`src/include/cpu_macros.svh`:
```
`ifndef CPU_MACROS_SVH
`define CPU_MACROS_SVH

// Datapath word width
`define CPU_DATA_WIDTH 32

// Byte address width for PC and data accesses
`define CPU_ADDR_WIDTH 32

// Register number width for 32 architectural registers
`define CPU_REG_BITS 5

// Instruction memory depth in words
`define CPU_IMEM_WORDS 64

// Data memory depth in words
`define CPU_DMEM_WORDS 64

`endif

```
`src/logic/cpu_pkg.sv`:
```
`include "cpu_macros.svh"

package cpu_pkg;

  typedef enum logic [5:0] {
    NOP  = 6'd0,
    ADD  = 6'd1,
    SUB  = 6'd2,
    AND  = 6'd3,
    OR   = 6'd4,
    ADDI = 6'd5,
    LW   = 6'd6,
    SW   = 6'd7,
    BEQ  = 6'd8,
    JMP  = 6'd9
  } opcode_e;

  // Register format where rd = ra op rb
  typedef struct packed {
    opcode_e                   opcode;
    logic [`CPU_REG_BITS-1:0]  rd;
    logic [`CPU_REG_BITS-1:0]  ra;
    logic [`CPU_REG_BITS-1:0]  rb;
    logic [10:0]               unused;
  } instr_r_t;

  // Immediate format where SW and BEQ carry their rb in the rd slot
  typedef struct packed {
    opcode_e                   opcode;
    logic [`CPU_REG_BITS-1:0]  rd;
    logic [`CPU_REG_BITS-1:0]  ra;
    logic signed [15:0]        imm;
  } instr_i_t;

  typedef union packed {
    instr_r_t rtype;
    instr_i_t itype;
  } instruction_u;

  typedef struct packed {
    logic [`CPU_ADDR_WIDTH-1:0] pc;
    opcode_e                    opcode;
    logic [`CPU_DATA_WIDTH-1:0] reg_a_data;
    logic [`CPU_DATA_WIDTH-1:0] reg_b_data;
    logic [`CPU_DATA_WIDTH-1:0] immediate;
    logic [`CPU_REG_BITS-1:0]   wr_reg;
    logic                       wr_en;
  } dec_alu_t;

  typedef struct packed {
    logic [`CPU_ADDR_WIDTH-1:0] pc;
    opcode_e                    opcode;
    logic [`CPU_DATA_WIDTH-1:0] alu_result;
    logic [`CPU_DATA_WIDTH-1:0] store_data;
    logic [`CPU_REG_BITS-1:0]   wr_reg;
    logic                       wr_en;
    logic                       is_load;
    logic                       is_store;
  } alu_mem_t;

  typedef struct packed {
    logic [`CPU_ADDR_WIDTH-1:0] pc;
    logic [`CPU_DATA_WIDTH-1:0] alu_result;
    logic [`CPU_DATA_WIDTH-1:0] load_data;
    logic [`CPU_REG_BITS-1:0]   wr_reg;
    logic                       wr_en;
    logic                       is_load;
    logic                       is_store;
    logic [`CPU_DATA_WIDTH-1:0] store_data;
  } mem_wb_t;

  typedef struct packed {
    logic [`CPU_ADDR_WIDTH-1:0] pc;
    logic                       wr_en;
    logic [`CPU_REG_BITS-1:0]   wr_reg;
    logic [`CPU_DATA_WIDTH-1:0] wr_data;
    logic                       is_store;
    logic [`CPU_ADDR_WIDTH-1:0] store_addr;
    logic [`CPU_DATA_WIDTH-1:0] store_data;
  } retire_t;

endpackage

```
`src/logic/decode_stage.sv`:
```
`timescale 1ns/1ps
`include "cpu_macros.svh"

module decode_stage (
  input  cpu_pkg::instruction_u          instr_i,
  input  logic [`CPU_ADDR_WIDTH-1:0]     pc_i,
  output logic [`CPU_REG_BITS-1:0]       rd_addr_a_o,
  output logic [`CPU_REG_BITS-1:0]       rd_addr_b_o,
  input  logic [`CPU_DATA_WIDTH-1:0]     rd_data_a_i,
  input  logic [`CPU_DATA_WIDTH-1:0]     rd_data_b_i,
  output cpu_pkg::dec_alu_t              dec_o
);

  cpu_pkg::opcode_e op;
  logic             r_format;
  logic             writes_reg;

  // Opcode, rd and ra sit in the same bits in both formats
  assign op = instr_i.rtype.opcode;

  always_comb begin
    r_format   = 1'b0;
    writes_reg = 1'b0;
    case (op)
      cpu_pkg::ADD, cpu_pkg::SUB, cpu_pkg::AND, cpu_pkg::OR: begin
        r_format   = 1'b1;
        writes_reg = 1'b1;
      end
      cpu_pkg::ADDI, cpu_pkg::LW: writes_reg = 1'b1;
      default: writes_reg = 1'b0;
    endcase
  end

  // SW and BEQ find their second source in the rd slot of the immediate format
  assign rd_addr_a_o = instr_i.itype.ra;
  assign rd_addr_b_o = r_format ? instr_i.rtype.rb : instr_i.itype.rd;

  always_comb begin
    dec_o.pc         = pc_i;
    dec_o.opcode     = op;
    dec_o.reg_a_data = rd_data_a_i;
    dec_o.reg_b_data = rd_data_b_i;
    dec_o.immediate  = r_format ? '0 :
                       {{(`CPU_DATA_WIDTH-16){instr_i.itype.imm[15]}}, instr_i.itype.imm};
    dec_o.wr_en      = writes_reg;
    dec_o.wr_reg     = '0;
    if (writes_reg) begin
      dec_o.wr_reg = instr_i.itype.rd;
    end
  end

endmodule

```
`config.mk`:
```
export PLATFORM = sky130hd
export DESIGN_NAME = decode_stage
export DESIGN_NICKNAME = d
export VERILOG_FILES = /design/src/logic/cpu_pkg.sv /design/src/logic/decode_stage.sv
export VERILOG_INCLUDE_DIRS = /design/src /design/src/include
export SDC_FILE = /design/constraint.sdc
export NUM_CORES = 1
export LEC_CHECK = 0
export ABC_CLOCK_PERIOD_IN_PS = 3900
export BUFFER_PORTS_ARGS = -buffer_cell sky130_fd_sc_hd__buf_4
export CORE_AREA = 2 2 109 111
export DETAILED_ROUTE_END_ITERATION = 8
export DIE_AREA = 0 0 111 113
export GPL_ROUTABILITY_DRIVEN = 0
export PLACE_DENSITY = 0.44
export SYNTH_ARGS = -nofsm -noshare
export SYNTH_HDL_FRONTEND = slang
export SYNTH_SLANG_ARGS = --single-unit
```
`constraint.sdc`:
```
create_clock -name vclk -period 3.9
set_input_delay 0.78 -clock vclk [all_inputs]
set_output_delay 0.78 -clock vclk [all_outputs]
set_load 0.005 [all_outputs]
```
Yosys cells after proc, flatten, opt, wreduce, memory -nomap -nowiden

Index checks and enable logic that the tools add are counted.

Flip-flop bits (word level): 0
Output and inout port bits: 150
Input bits: 128
Word-level logic and storage cells: 13

Equality and inequality tests: 6
Muxes and demuxes: 5
Reduce and logical (&&, ||, !) cells: 2

Operator list:

| cell                 | number |
|---|---|
| $mux W32             | 1 |
| $eq A6 B3 Y1 const B | 3 |
| $eq A6 B2 Y1 const B | 2 |
| $mux W5              | 2 |
| $eq A6 B1 Y1 const B | 1 |
| $reduce_or A6 Y1     | 1 |
| $reduce_or A4 Y1     | 1 |
| $mux W1              | 2 |

Depth between registers and ports, before layout

Gate-level depths: netlist of the first run.

Depth in word-level cells: 4
Gate-level depth with buffers: 5
Mapped depth without buffers: 3

Worst setup path after synthesis of the first run

No wires, ideal clock.

Path kind: input to output
Start point: in instr_i[31] (netlist name)
End point: out dec_o[22] (netlist name)
Path buffers: 2
Data arrival time: 2.134 ns
Data required time: 3.120 ns
Stages: 5
Setup slack: 0.986 ns
Path through: or3_4 or3b_4 buf_6 and2_2 buf_4

RTL lines:

| item            | RTL line           | source |
|---|---|---|
| start, declared | decode_stage.sv:5  | `input cpu_pkg::instruction_u instr_i,` |
| end, declared   | decode_stage.sv:11 | `output cpu_pkg::dec_alu_t dec_o` |

==> qor.json, run 1 <==
{
  "critical_path": {
    "crit_arrival_ns": 2.31,
    "critical_path_sink_type": "output pin",
    "worst-path-max-fanout": 21,
    "timing.critical_path.required_ns": 3.12,
    "startpoint_type": "input port",
    "crit_type": "input port to output pin"
  },
  "drt": {
    "viasPerCell": 2.607,
    "finalWirelength_um": 3198,
    "drt_first_iter_violations": 6,
    "drc": 0,
    "overall_via_count_from_detail_route": 657,
    "wl_per_cell_um": 12.69,
    "antenna_violating_nets_post_route": 0,
    "detail_route.first_pass.iterations": 2
  },
  "hold_path": {
    "timing.hold.worst.class": "input port to output pin",
    "hold-path-cell-count": 0
  },
  "cells_and_area": {
    "final_instance_area_um2": 1011,
    "syn_to_final_growth_pct": -15.75,
    "nets": 239,
    "filler_cell_count": 1307,
    "register_area_um2": 0,
    "final_layout_size_suffix_gt1_frac": 0.8257,
    "layout.cells.most_common": "sky130_fd_sc_hd__buf_4",
    "commonest_non_fill_non_tap_cells_in_the_layout": "77 x sky130_fd_sc_hd__buf_4, 15 x sky130_fd_sc_hd__and2_1, 6 x sky130_fd_sc_hd__and2_2",
    "number_of_diodes": 0,
    "sequential_cell_total": 0,
    "nClkBuffers": 0
  },
  "place": {
    "postPlaceCellArea_um2": 1011,
    "io_port_bufs": 76,
    "detailed_place_hpwl_um": 2884
  },
  "grt": {
    "grt_usage": 0.04257,
    "globalRoute.totalOverflow": 0,
    "number_of_global_route_vias_before_repair": 627,
    "grt_antenna_before_repair": 0,
    "grt_start_max_net_pins": 22,
    "wire_length_of_the_first_global_routing_pass_um": 4160
  },
  "floorplanning": {
    "fp.dieW_um": 111,
    "core_area_um2": 11270,
    "die-area_um2": 12540,
    "start_util": 0.1064,
    "dieHeight_um": 113,
    "ioPinCount": 278,
    "floorplan.rows": 39
  },
  "timing": {
    "timing_max_transition_violations_final": 0,
    "report.final.hold_viol_count": 0,
    "min_period_over_period": 0.7935,
    "maxSlewHeadroom": 0.8167,
    "timing.fmax_mhz": 323.1,
    "finalSetupViolations": 0,
    "rsz0062_at_grt": "false",
    "worst-slew-pin-transition_ns": 0.2749,
    "setup_tns_ns": 0,
    "timing.final.crit_period_ns": 3.095
  },
  "synthesis": {
    "synth_sequential_area_ratio": 0,
    "synth_fp_nets": 286,
    "yosys-top-cells-area": "sky130_fd_sc_hd__buf_4 78%, sky130_fd_sc_hd__and2_1 7.8%, sky130_fd_sc_hd__mux2_4 5.0%",
    "synth.lib_cells_used.distinct": 12,
    "synthesis.yosys.warnings": 0,
    "postSynthAreaPerCell_um2": 7.594,
    "synth_area_um2": 1200,
    "yosys.area.top_type": "sky130_fd_sc_hd__buf_4",
    "syn-instance-count": 158,
    "synth_top_area_frac": 0.7758
  },
  "pwr": {
    "irDropWorstVdd_mv": 0.02214,
    "power.leakage_nw": 0.4886,
    "power_per_unit_of_standard_cell_area_nw_per_um2": 93.84,
    "post-layout-total-power_w": 0.00009487
  },
  "clock_tree": {
    "postCtsHoldBufs": 0,
    "cts_post_setup_buffers_inserted": 0,
    "cts_repair_resize_count": 0
  },
  "run": {
    "cap_viol_max_count": 0
  },
  "run_status": {
    "outcome": "finished clean"
  }
}
-- metal layers --
metal / vias to the layer above / share of wire / track usage
met5: - / 0 / 0
met4: 0 / 0.088 / 0.04083
met3: 44 / 0.19 / 0.02625
met2: 79 / 0.47 / 0.06994
met1: 272 / 0.25 / 0.03495
li1: 262 / - / -
-- cell usage after synthesis --
cell type                  instances
sky130_fd_sc_hd__o21ai_0           1
sky130_fd_sc_hd__and2_1           15
sky130_fd_sc_hd__clkbuf_1          1
sky130_fd_sc_hd__buf_6             1
sky130_fd_sc_hd__nor3_1            2
sky130_fd_sc_hd__and2_2            6
sky130_fd_sc_hd__buf_4           124
sky130_fd_sc_hd__mux2_4            4
sky130_fd_sc_hd__or3b_4            1
sky130_fd_sc_hd__or3_4             1
sky130_fd_sc_hd__and3_1            1
sky130_fd_sc_hd__mux2_2            1
-- worst max-delay path, cell delays in order --
cell,delay [ns]
sky130_fd_sc_hd__buf_4,0.11
sky130_fd_sc_hd__or3_4,0.37
sky130_fd_sc_hd__or3b_4,0.53
sky130_fd_sc_hd__and2_2,0.34
sky130_fd_sc_hd__buf_4,0.17
-- through the flow --
step	hold WS, ns	util	setup WS (ns)	instances
finish	1.560	0.08969	0.8053	252
floorplan	1.641	-	0.9856	158
CTS	1.560	0.08969	0.7905	252
detailed placement	1.560	0.08969	0.7905	252
global placement	1.560	0.08969	0.8121	252
global route	1.560	0.08969	0.7184	252
-- cell type report --
cell class                      instances  area, um^2  area share
Timing Repair Buffer                   77       578.1      0.5718
Tap cell                              143       178.9      0.1770
Multi-Input combinational cell         32       254.0      0.2512
-- logic make-up (layout without fill, tap and decap cells) --
group	count (synthesis)	in the layout	synth area share
buffers and inverters	126	77	0.7883
and+or+nand+nor	26	26	0.1481
muxes	5	5	0.05944
AOI/OAI and AO/OA	1	1	0.004167
-- power by group --
part / leakage (nW) / total (W) / switching [W] / internal (W)
registers: 0 / 0 / 0 / 0
clock network: 0 / 0 / 0 / 0
logic: 0.489 / 0.0000949 / 0.0000309 / 0.0000639
-- worst paths after layout --
| check | from | endpoint | slack, ns |
|---|---|---|---|
| hold / removal | pc_i[13] | dec_o[121] | 1.56 |
| setup / recovery | instr_i[31] | dec_o[33] | 0.81 |
No activity file was read; power rests on OpenSTA's default activity.
==> run 2, diff against run 1 <==
Settings changed: ABC_AREA set to 1, ABC_CLOCK_PERIOD_IN_PS 3900 to 2600, CORE_AREA 2 2 109 111 to 2 2 108 110, DIE_AREA 0 0 111 113 to 0 0 110 112, PLACE_DENSITY 0.44 to 0.47.
Clock period 3.9 ns to 2.6 ns, I/O delays scaled along.
==> qor.json, run 2 <==
{
  "run_status": {
    "outcome": {"value": "finished clean", "change": "unchanged"}
  },
  "synthesis": {
    "syn-instance-count": {"value": 200, "change": "was 158"},
    "synth.lib_cells_used.distinct": {"value": 11, "change": "was 12"},
    "postSynthAreaPerCell": {"value": 6.494, "unit": "um^2", "change": "was 7.594 um^2"},
    "yosys.area.top_type": {"value": "sky130_fd_sc_hd__buf_4", "change": "unchanged"},
    "cell_with_the_most_instances_after_synthesis": {"value": "sky130_fd_sc_hd__buf_4", "change": "unchanged"},
    "yosys-top-cells-area": {"value": "sky130_fd_sc_hd__buf_4 72%, sky130_fd_sc_hd__inv_1 7.2%, sky130_fd_sc_hd__nor2_1 6.6%", "change": "was sky130_fd_sc_hd__buf_4 78%, sky130_fd_sc_hd__and2_1 7.8%, sky130_fd_sc_hd__mux2_4 5.0%"},
    "synthesis.yosys.warnings": {"value": 0, "change": "unchanged"},
    "synth_sequential_area_ratio": {"value": 0, "change": "unchanged"},
    "synth_top_area_frac": {"value": 0.7225, "change": "was 0.7758"},
    "synth.cells.most_frequent": {"value": "125 x sky130_fd_sc_hd__buf_4, 25 x sky130_fd_sc_hd__inv_1, 23 x sky130_fd_sc_hd__nor2_1", "change": "was 124 x sky130_fd_sc_hd__buf_4, 15 x sky130_fd_sc_hd__and2_1, 6 x sky130_fd_sc_hd__and2_2"},
    "synth_area": {"value": 1299, "unit": "um^2", "change": "was 1200 um^2"},
    "synth_fp_nets": {"value": 328, "change": "was 286"}
  },
  "grt": {
    "grt_usage": {"value": 0.05738, "change": "was 0.04257"},
    "grt_antenna_before_repair": {"value": 0, "change": "unchanged"},
    "grt_start_max_net_pins": {"value": 23, "change": "was 22"},
    "wire_length_of_the_first_global_routing_pass": {"value": 5016, "unit": "um", "change": "was 4160 um"},
    "globalRoute.totalOverflow": {"value": 0, "change": "unchanged"},
    "number_of_global_route_vias_before_repair": {"value": 759, "change": "was 627"}
  },
  "timing": {
    "rsz0062_at_grt": {"value": "false", "change": "unchanged"},
    "worst-slew-pin-transition": {"value": 0.2733, "unit": "ns", "change": "was 0.2749 ns"},
    "timing.final.crit_period_ns": 2.179,
    "timing.hold.ws": {"value": 1.040, "unit": "ns", "change": "was 1.560 ns"},
    "setup_tns": {"value": 0, "unit": "ns", "change": "unchanged"},
    "report.final.hold_viol_count": {"value": 0, "change": "unchanged"},
    "min_period_over_period": 0.8382,
    "maxSlewHeadroom": {"value": 0.8176, "change": "was 0.8167"},
    "timing_max_transition_violations_final": {"value": 0, "change": "unchanged"},
    "minimum_setup_slack_in_the_final_design": {"value": 0.4206, "unit": "ns", "change": "was 0.8053 ns"},
    "finalSetupViolations": {"value": 0, "change": "unchanged"},
    "timing.fmax_mhz": 458.8
  },
  "pwr": {
    "power.share.combinational": {"value": 1.000, "change": "about the same"},
    "sequential_power_share": {"value": 0, "change": "about the same"},
    "cellInternalPower": {"value": 0.00009325, "unit": "W", "change": "was 0.00006395 W"},
    "power_per_unit_of_standard_cell_area": {"value": 144.4, "unit": "nW/um^2", "change": "was 93.84 nW/um^2"},
    "irDropWorstVdd": {"value": 0.03480, "unit": "mV", "change": "was 0.02214 mV"},
    "p_switching": {"value": 0.00006644, "unit": "W", "change": "was 0.00003092 W"},
    "power.leakage": {"value": 0.6264, "unit": "nW", "change": "was 0.4886 nW"},
    "power.share.switching": {"value": 0.4161, "change": "was 0.3259"},
    "clock_power_share": {"value": 0, "change": "about the same"}
  },
  "floorplanning": {
    "start_util": {"value": 0.1162, "change": "was 0.1064"},
    "ioPinCount": {"value": 278, "change": "unchanged"},
    "floorplan.rows": {"value": 39, "change": "unchanged"},
    "core_area": {"value": 11170, "unit": "um^2", "change": "was 11270 um^2"},
    "die-area": {"value": 12320, "unit": "um^2", "change": "was 12540 um^2"},
    "fp.dieW": {"value": 110, "unit": "um", "change": "was 111 um"},
    "dieHeight": {"value": 112, "unit": "um", "change": "was 113 um"}
  },
  "cells_and_area": {
    "nets": {"value": 281, "change": "was 239"},
    "sequential_cell_total": {"value": 0, "change": "unchanged"},
    "syn_to_final_growth": {"value": -14.84, "unit": "%", "change": "was -15.75%"},
    "final_layout_size_suffix_gt1_frac": {"value": 0.5828, "change": "was 0.8257"},
    "nClkBuffers": {"value": 0, "change": "unchanged"},
    "register_area": {"value": 0, "unit": "um^2", "change": "unchanged"},
    "number_of_diodes": {"value": 0, "change": "unchanged"},
    "layout.cells.most_common": {"value": "sky130_fd_sc_hd__buf_4", "change": "unchanged"},
    "commonest_non_fill_non_tap_cells_in_the_layout": {"value": "77 x sky130_fd_sc_hd__buf_4, 25 x sky130_fd_sc_hd__inv_1, 23 x sky130_fd_sc_hd__nor2_1", "change": "was 77 x sky130_fd_sc_hd__buf_4, 15 x sky130_fd_sc_hd__and2_1, 6 x sky130_fd_sc_hd__and2_2"}
  },
  "critical_path": {
    "cpLargestDelayFamily": {"value": "simple AND/OR/NAND/NOR gates", "change": "unchanged"},
    "crit_type": {"value": "input port to output pin", "change": "unchanged"},
    "critical_path.cell_chain": {"value": "buf_4 -> nor2_4 -> nand3_4 -> nand2_4 -> nor2_1 -> buf_4 -> buf_4", "change": "was buf_4 -> or3_4 -> or3b_4 -> and2_2 -> buf_4"},
    "worst_path_largest_cell_delay": {"value": 0.26, "unit": "ns", "change": "was 0.53 ns"},
    "startpoint_type": {"value": "input port", "change": "unchanged"},
    "critical_path_sink_type": {"value": "output pin", "change": "unchanged"},
    "worst-path-max-fanout": {"value": 22, "change": "was 21"},
    "timing.critical_path.buf_inv": {"value": 3, "change": "was 2"},
    "timing.critical_path.required": {"value": 2.08, "unit": "ns", "change": "was 3.12 ns"},
    "worst_path_max_delay_cell": {"value": "sky130_fd_sc_hd__nand2_4", "change": "was sky130_fd_sc_hd__or3b_4"},
    "crit_arrival": {"value": 1.66, "unit": "ns", "change": "was 2.31 ns"},
    "cpMostUsedCell": {"value": "sky130_fd_sc_hd__buf_4", "change": "unchanged"}
  },
  "clock_tree": {
    "cts_repair_resize_count": {"value": 0, "change": "unchanged"},
    "postCtsHoldBufs": {"value": 0, "change": "unchanged"},
    "cts_post_setup_buffers_inserted": {"value": 0, "change": "unchanged"}
  },
  "drt": {
    "wl_per_cell": {"value": 13.85, "unit": "um", "change": "was 12.69 um"},
    "antenna_violating_nets_post_route": {"value": 0, "change": "unchanged"},
    "finalWirelength": {"value": 4073, "unit": "um", "change": "was 3198 um"},
    "detail_route.first_pass.iterations": {"value": 2, "change": "unchanged"},
    "overall_via_count_from_detail_route": {"value": 809, "change": "was 657"},
    "drc": {"value": 0, "change": "unchanged"},
    "viasPerCell": {"value": 2.752, "change": "was 2.607"},
    "drt_first_iter_violations": {"value": 21, "change": "was 6"}
  },
  "run": {
    "cap_viol_max_count": {"value": 0, "change": "unchanged"}
  },
  "place": {
    "detailed_place_hpwl": {"value": 3705, "unit": "um", "change": "was 2884 um"},
    "io_port_bufs": {"value": 76, "change": "unchanged"},
    "post_placement_worst_setup_slack": {"value": 0.3772, "unit": "ns", "change": "was 0.7905 ns"}
  },
  "hold_path": {
    "timing.hold.worst.class": {"value": "input port to output pin", "change": "unchanged"}
  }
}
[run 2: cell type report]
type,instances,area [um^2]
fillers,1294,10070
inverters,25,93.84
multi-input cells,49,255.2
well taps,143,178.9
repair buffers,77,578.1
[run 2: per-layer routing]
| layer | part of all wire | vias up | global-route usage |
|---|---|---|---|
| li1 | - | 360 | - |
| met1 | 0.23 | 321 | 0.03624 |
| met2 | 0.50 | 88 | 0.1092 |
| met3 | 0.17 | 40 | 0.02927 |
| met4 | 0.097 | 0 | 0.05316 |
| met5 | 0 | - | 0 |
[run 2: power by group through the flow]
| stage | combinational (W) | clock, W | sequential, W |
|---|---|---|---|
| 4_1_cts | 0.000165 | 0 | 0 |
| 2_1_floorplan | 0.000202 | 0 | 0 |
| 6_report | 0.000160 | 0 | 0 |
| 3_5_place_dp | 0.000165 | 0 | 0 |
| 5_1_grt | 0.000178 | 0 | 0 |
| 3_3_place_gp | 0.000163 | 0 | 0 |
[run 2: metrics by stage]
step | utilization | area [um^2] | total power, W | cells
2_1_floorplan | - | 1299 | 0.0002025 | 200
3_3_place_gp | 0.09898 | 1106 | 0.0001633 | 294
3_5_place_dp | 0.09898 | 1106 | 0.0001647 | 294
4_1_cts | 0.09898 | 1106 | 0.0001651 | 294
5_1_grt | 0.09898 | 1106 | 0.0001780 | 294
6_report | 0.09898 | 1106 | 0.0001597 | 294
[run 2: cells by family after synthesis]
| logic type | Yosys count | share of synthesized area |
|---|---|---|
| buffers and inverters | 151 | 0.8035 |
| AND/OR/NAND/NOR | 49 | 0.1965 |
[run 2: path summary, 6_finish.rpt]
path / startpoint / to / slack (ns) / depth (start not counted)
worst min-delay path: pc_i[2] / dec_o[110] / 1.04 / 0
worst max-delay path: instr_i[31] / dec_o[37] / 0.42 / 7
==> run 3, diff against run 2 <==
Settings changed: ABC_CLOCK_PERIOD_IN_PS 2600 to 1800.
Clock period 2.6 ns to 1.8 ns, I/O delays scaled along.
==> qor.json, run 3 (synthesis results as in run 2) <==
{
  "run_status": {
    "outcome": {"value": "finished clean", "change": "unchanged"}
  },
  "drt": {
    "finalWirelength": {"value": 3911, "unit": "um", "change": "was 4073 um"},
    "antenna_violating_nets_post_route": {"value": 0, "change": "unchanged"},
    "drc": {"value": 0, "change": "unchanged"},
    "drt_first_iter_violations": {"value": 4, "change": "was 21"},
    "detail_route.first_pass.iterations": {"value": 2, "change": "unchanged"},
    "viasPerCell": {"value": 2.795, "change": "was 2.752"},
    "overall_via_count_from_detail_route": {"value": 830, "change": "was 809"},
    "wl_per_cell": {"value": 13.17, "unit": "um", "change": "was 13.85 um"}
  },
  "critical_path": {
    "critical_path_sink_type": {"value": "output pin", "change": "unchanged"},
    "crit_type": {"value": "input port to output pin", "change": "unchanged"},
    "cpLargestDelayFamily": {"value": "simple AND/OR/NAND/NOR gates", "change": "unchanged"},
    "crit_arrival": {"value": 1.26, "unit": "ns", "change": "was 1.66 ns"},
    "timing.critical_path.required": {"value": 1.44, "unit": "ns", "change": "was 2.08 ns"},
    "worst_path_max_delay_cell": {"value": "sky130_fd_sc_hd__nor2_1", "change": "was sky130_fd_sc_hd__nand2_4"},
    "worst_path_largest_cell_delay": {"value": 0.20, "unit": "ns", "change": "was 0.26 ns"},
    "worstSetupStartpoint": {"value": "instr_i[27]", "change": "was instr_i[31]"},
    "timing.critical_path.buf_inv": {"value": 3, "change": "unchanged"},
    "worst-path-max-fanout": {"value": 20, "change": "was 22"},
    "startpoint_type": {"value": "input port", "change": "unchanged"},
    "critical_path.cell_chain": {"value": "buf_4 -> nor2_1 -> nand3_4 -> nand2_4 -> buf_12 -> nand2_1 -> nand2_1 -> buf_4", "change": "was buf_4 -> nor2_4 -> nand3_4 -> nand2_4 -> nor2_1 -> buf_4 -> buf_4"}
  },
  "grt": {
    "number_of_global_route_vias_before_repair": {"value": 796, "change": "was 759"},
    "grt_start_max_net_pins": {"value": 21, "change": "was 23"},
    "wire_length_of_the_first_global_routing_pass": {"value": 4974, "unit": "um", "change": "was 5016 um"},
    "grt_usage": {"value": 0.05583, "change": "was 0.05738"},
    "globalRoute.totalOverflow": {"value": 0, "change": "unchanged"},
    "grt_antenna_before_repair": {"value": 0, "change": "unchanged"}
  },
  "clock_tree": {
    "postCtsHoldBufs": {"value": 0, "change": "unchanged"},
    "cts_post_setup_buffers_inserted": {"value": 0, "change": "unchanged"},
    "cts_repair_resize_count": {"value": 0, "change": "unchanged"}
  },
  "floorplanning": {
    "floorplan.rows": {"value": 39, "change": "unchanged"},
    "ioPinCount": {"value": 278, "change": "unchanged"},
    "start_util": {"value": 0.1162, "change": "unchanged"},
    "fp.dieW": {"value": 110, "unit": "um", "change": "unchanged"},
    "core_area": {"value": 11170, "unit": "um^2", "change": "unchanged"},
    "die-area": {"value": 12320, "unit": "um^2", "change": "unchanged"},
    "dieHeight": {"value": 112, "unit": "um", "change": "unchanged"}
  },
  "timing": {
    "timing.fmax_mhz": 615.5,
    "finalSetupViolations": {"value": 0, "change": "unchanged"},
    "setup_tns": {"value": 0, "unit": "ns", "change": "unchanged"},
    "minimum_setup_slack_in_the_final_design": {"value": 0.1754, "unit": "ns", "change": "was 0.4206 ns"},
    "rsz0062_at_grt": {"value": "false", "change": "unchanged"},
    "maxSlewHeadroom": {"value": 0.8195, "change": "was 0.8176"},
    "timing.hold.ws": {"value": 0.7200, "unit": "ns", "change": "was 1.040 ns"},
    "min_period_over_period": 0.9026,
    "worst-slew-pin-transition": {"value": 0.2705, "unit": "ns", "change": "was 0.2733 ns"},
    "timing.final.crit_period_ns": 1.625,
    "report.final.hold_viol_count": {"value": 0, "change": "unchanged"},
    "timing_max_transition_violations_final": {"value": 0, "change": "unchanged"}
  },
  "cells_and_area": {
    "commonest_non_fill_non_tap_cells_in_the_layout": {"value": "78 x sky130_fd_sc_hd__buf_4, 25 x sky130_fd_sc_hd__inv_1, 22 x sky130_fd_sc_hd__nor2_1", "change": "was 77 x sky130_fd_sc_hd__buf_4, 25 x sky130_fd_sc_hd__inv_1, 23 x sky130_fd_sc_hd__nor2_1"},
    "nClkBuffers": {"value": 0, "change": "unchanged"},
    "filler_cell_count": {"value": 1319, "change": "was 1294"},
    "syn_to_final_growth": {"value": -10.98, "unit": "%", "change": "was -14.84%"},
    "final_layout_size_suffix_gt1_frac": {"value": 0.5974, "change": "was 0.5828"},
    "nets": {"value": 284, "change": "was 281"},
    "layout.cells.most_common": {"value": "sky130_fd_sc_hd__buf_4", "change": "unchanged"},
    "multi_input_comb_area": {"value": 257.7, "unit": "um^2", "change": "was 255.2 um^2"},
    "register_area": {"value": 0, "unit": "um^2", "change": "unchanged"},
    "finalNonFillerCells": {"value": 297, "change": "was 294"},
    "sequential_cell_total": {"value": 0, "change": "unchanged"},
    "number_of_diodes": {"value": 0, "change": "unchanged"}
  },
  "hold_path": {
    "timing.hold.worst.class": {"value": "input port to output pin", "change": "unchanged"},
    "worst_hold_startpoint": {"value": "pc_i[25]", "change": "was pc_i[2]"}
  },
  "pwr": {
    "clock_power_share": {"value": 0, "change": "about the same"},
    "post-layout-total-power": {"value": 0.0002384, "unit": "W", "change": "was 0.0001597 W"},
    "power.share.switching": {"value": 0.4023, "change": "was 0.4161"},
    "power.leakage": {"value": 0.6477, "unit": "nW", "change": "was 0.6264 nW"},
    "power.share.combinational": {"value": 1.000, "change": "about the same"},
    "sequential_power_share": {"value": 0, "change": "about the same"},
    "p_switching": {"value": 0.00009591, "unit": "W", "change": "was 0.00006644 W"},
    "irDropWorstVdd": {"value": 0.04058, "unit": "mV", "change": "was 0.03480 mV"},
    "cellInternalPower": {"value": 0.0001425, "unit": "W", "change": "was 0.00009325 W"},
    "power_per_unit_of_standard_cell_area": {"value": 206.2, "unit": "nW/um^2", "change": "was 144.4 nW/um^2"}
  },
  "place": {
    "io_port_bufs": {"value": 76, "change": "unchanged"},
    "post_placement_worst_setup_slack": {"value": 0.1325, "unit": "ns", "change": "was 0.3772 ns"},
    "placed_cells": {"value": 297, "change": "was 294"},
    "detailed_place_hpwl": {"value": 3581, "unit": "um", "change": "was 3705 um"}
  },
  "run": {
    "cap_viol_max_count": {"value": 0, "change": "unchanged"}
  }
}
run 3: cell type report:
cell class,instances,area share
Inverter,25,0.08117
Timing Repair Buffer,80,0.5411
Tap cell,143,0.1548
Multi-Input combinational cell,49,0.2229
run 3: final timing paths:
kind / to / slack [ns] / depth (start not counted)
worst max-delay path: rd_addr_b_o[4] / 0.18 / 8
worst min-delay path: dec_o[133] / 0.72 / 0
run 3: metrics by stage:
step | cell area, um^2 | utilization
final | 1156 | 0.1035
after global routing | 1156 | 0.1035
after CTS | 1156 | 0.1035
after detailed placement | 1156 | 0.1035
after global placement | 1156 | 0.1035
after floorplan | 1301 | -
run 3: routing by layer:
| layer | track usage | part of all wire | vias to the layer above |
|---|---|---|---|
| met4 | 0.04304 | 0.083 | 0 |
| met2 | 0.1022 | 0.49 | 90 |
| met3 | 0.04098 | 0.19 | 48 |
| met5 | 0 | 0 | - |
| li1 | - | - | 364 |
| met1 | 0.03483 | 0.23 | 328 |
run 3: power groups by stage:
stage                     clock network [W]  registers [W]  logic, W
final                                     0              0  0.000238
after global routing                      0              0  0.000264
after CTS                                 0              0  0.000246
after detailed placement                  0              0  0.000245
after global placement                    0              0  0.000244
after floorplan                           0              0  0.000293
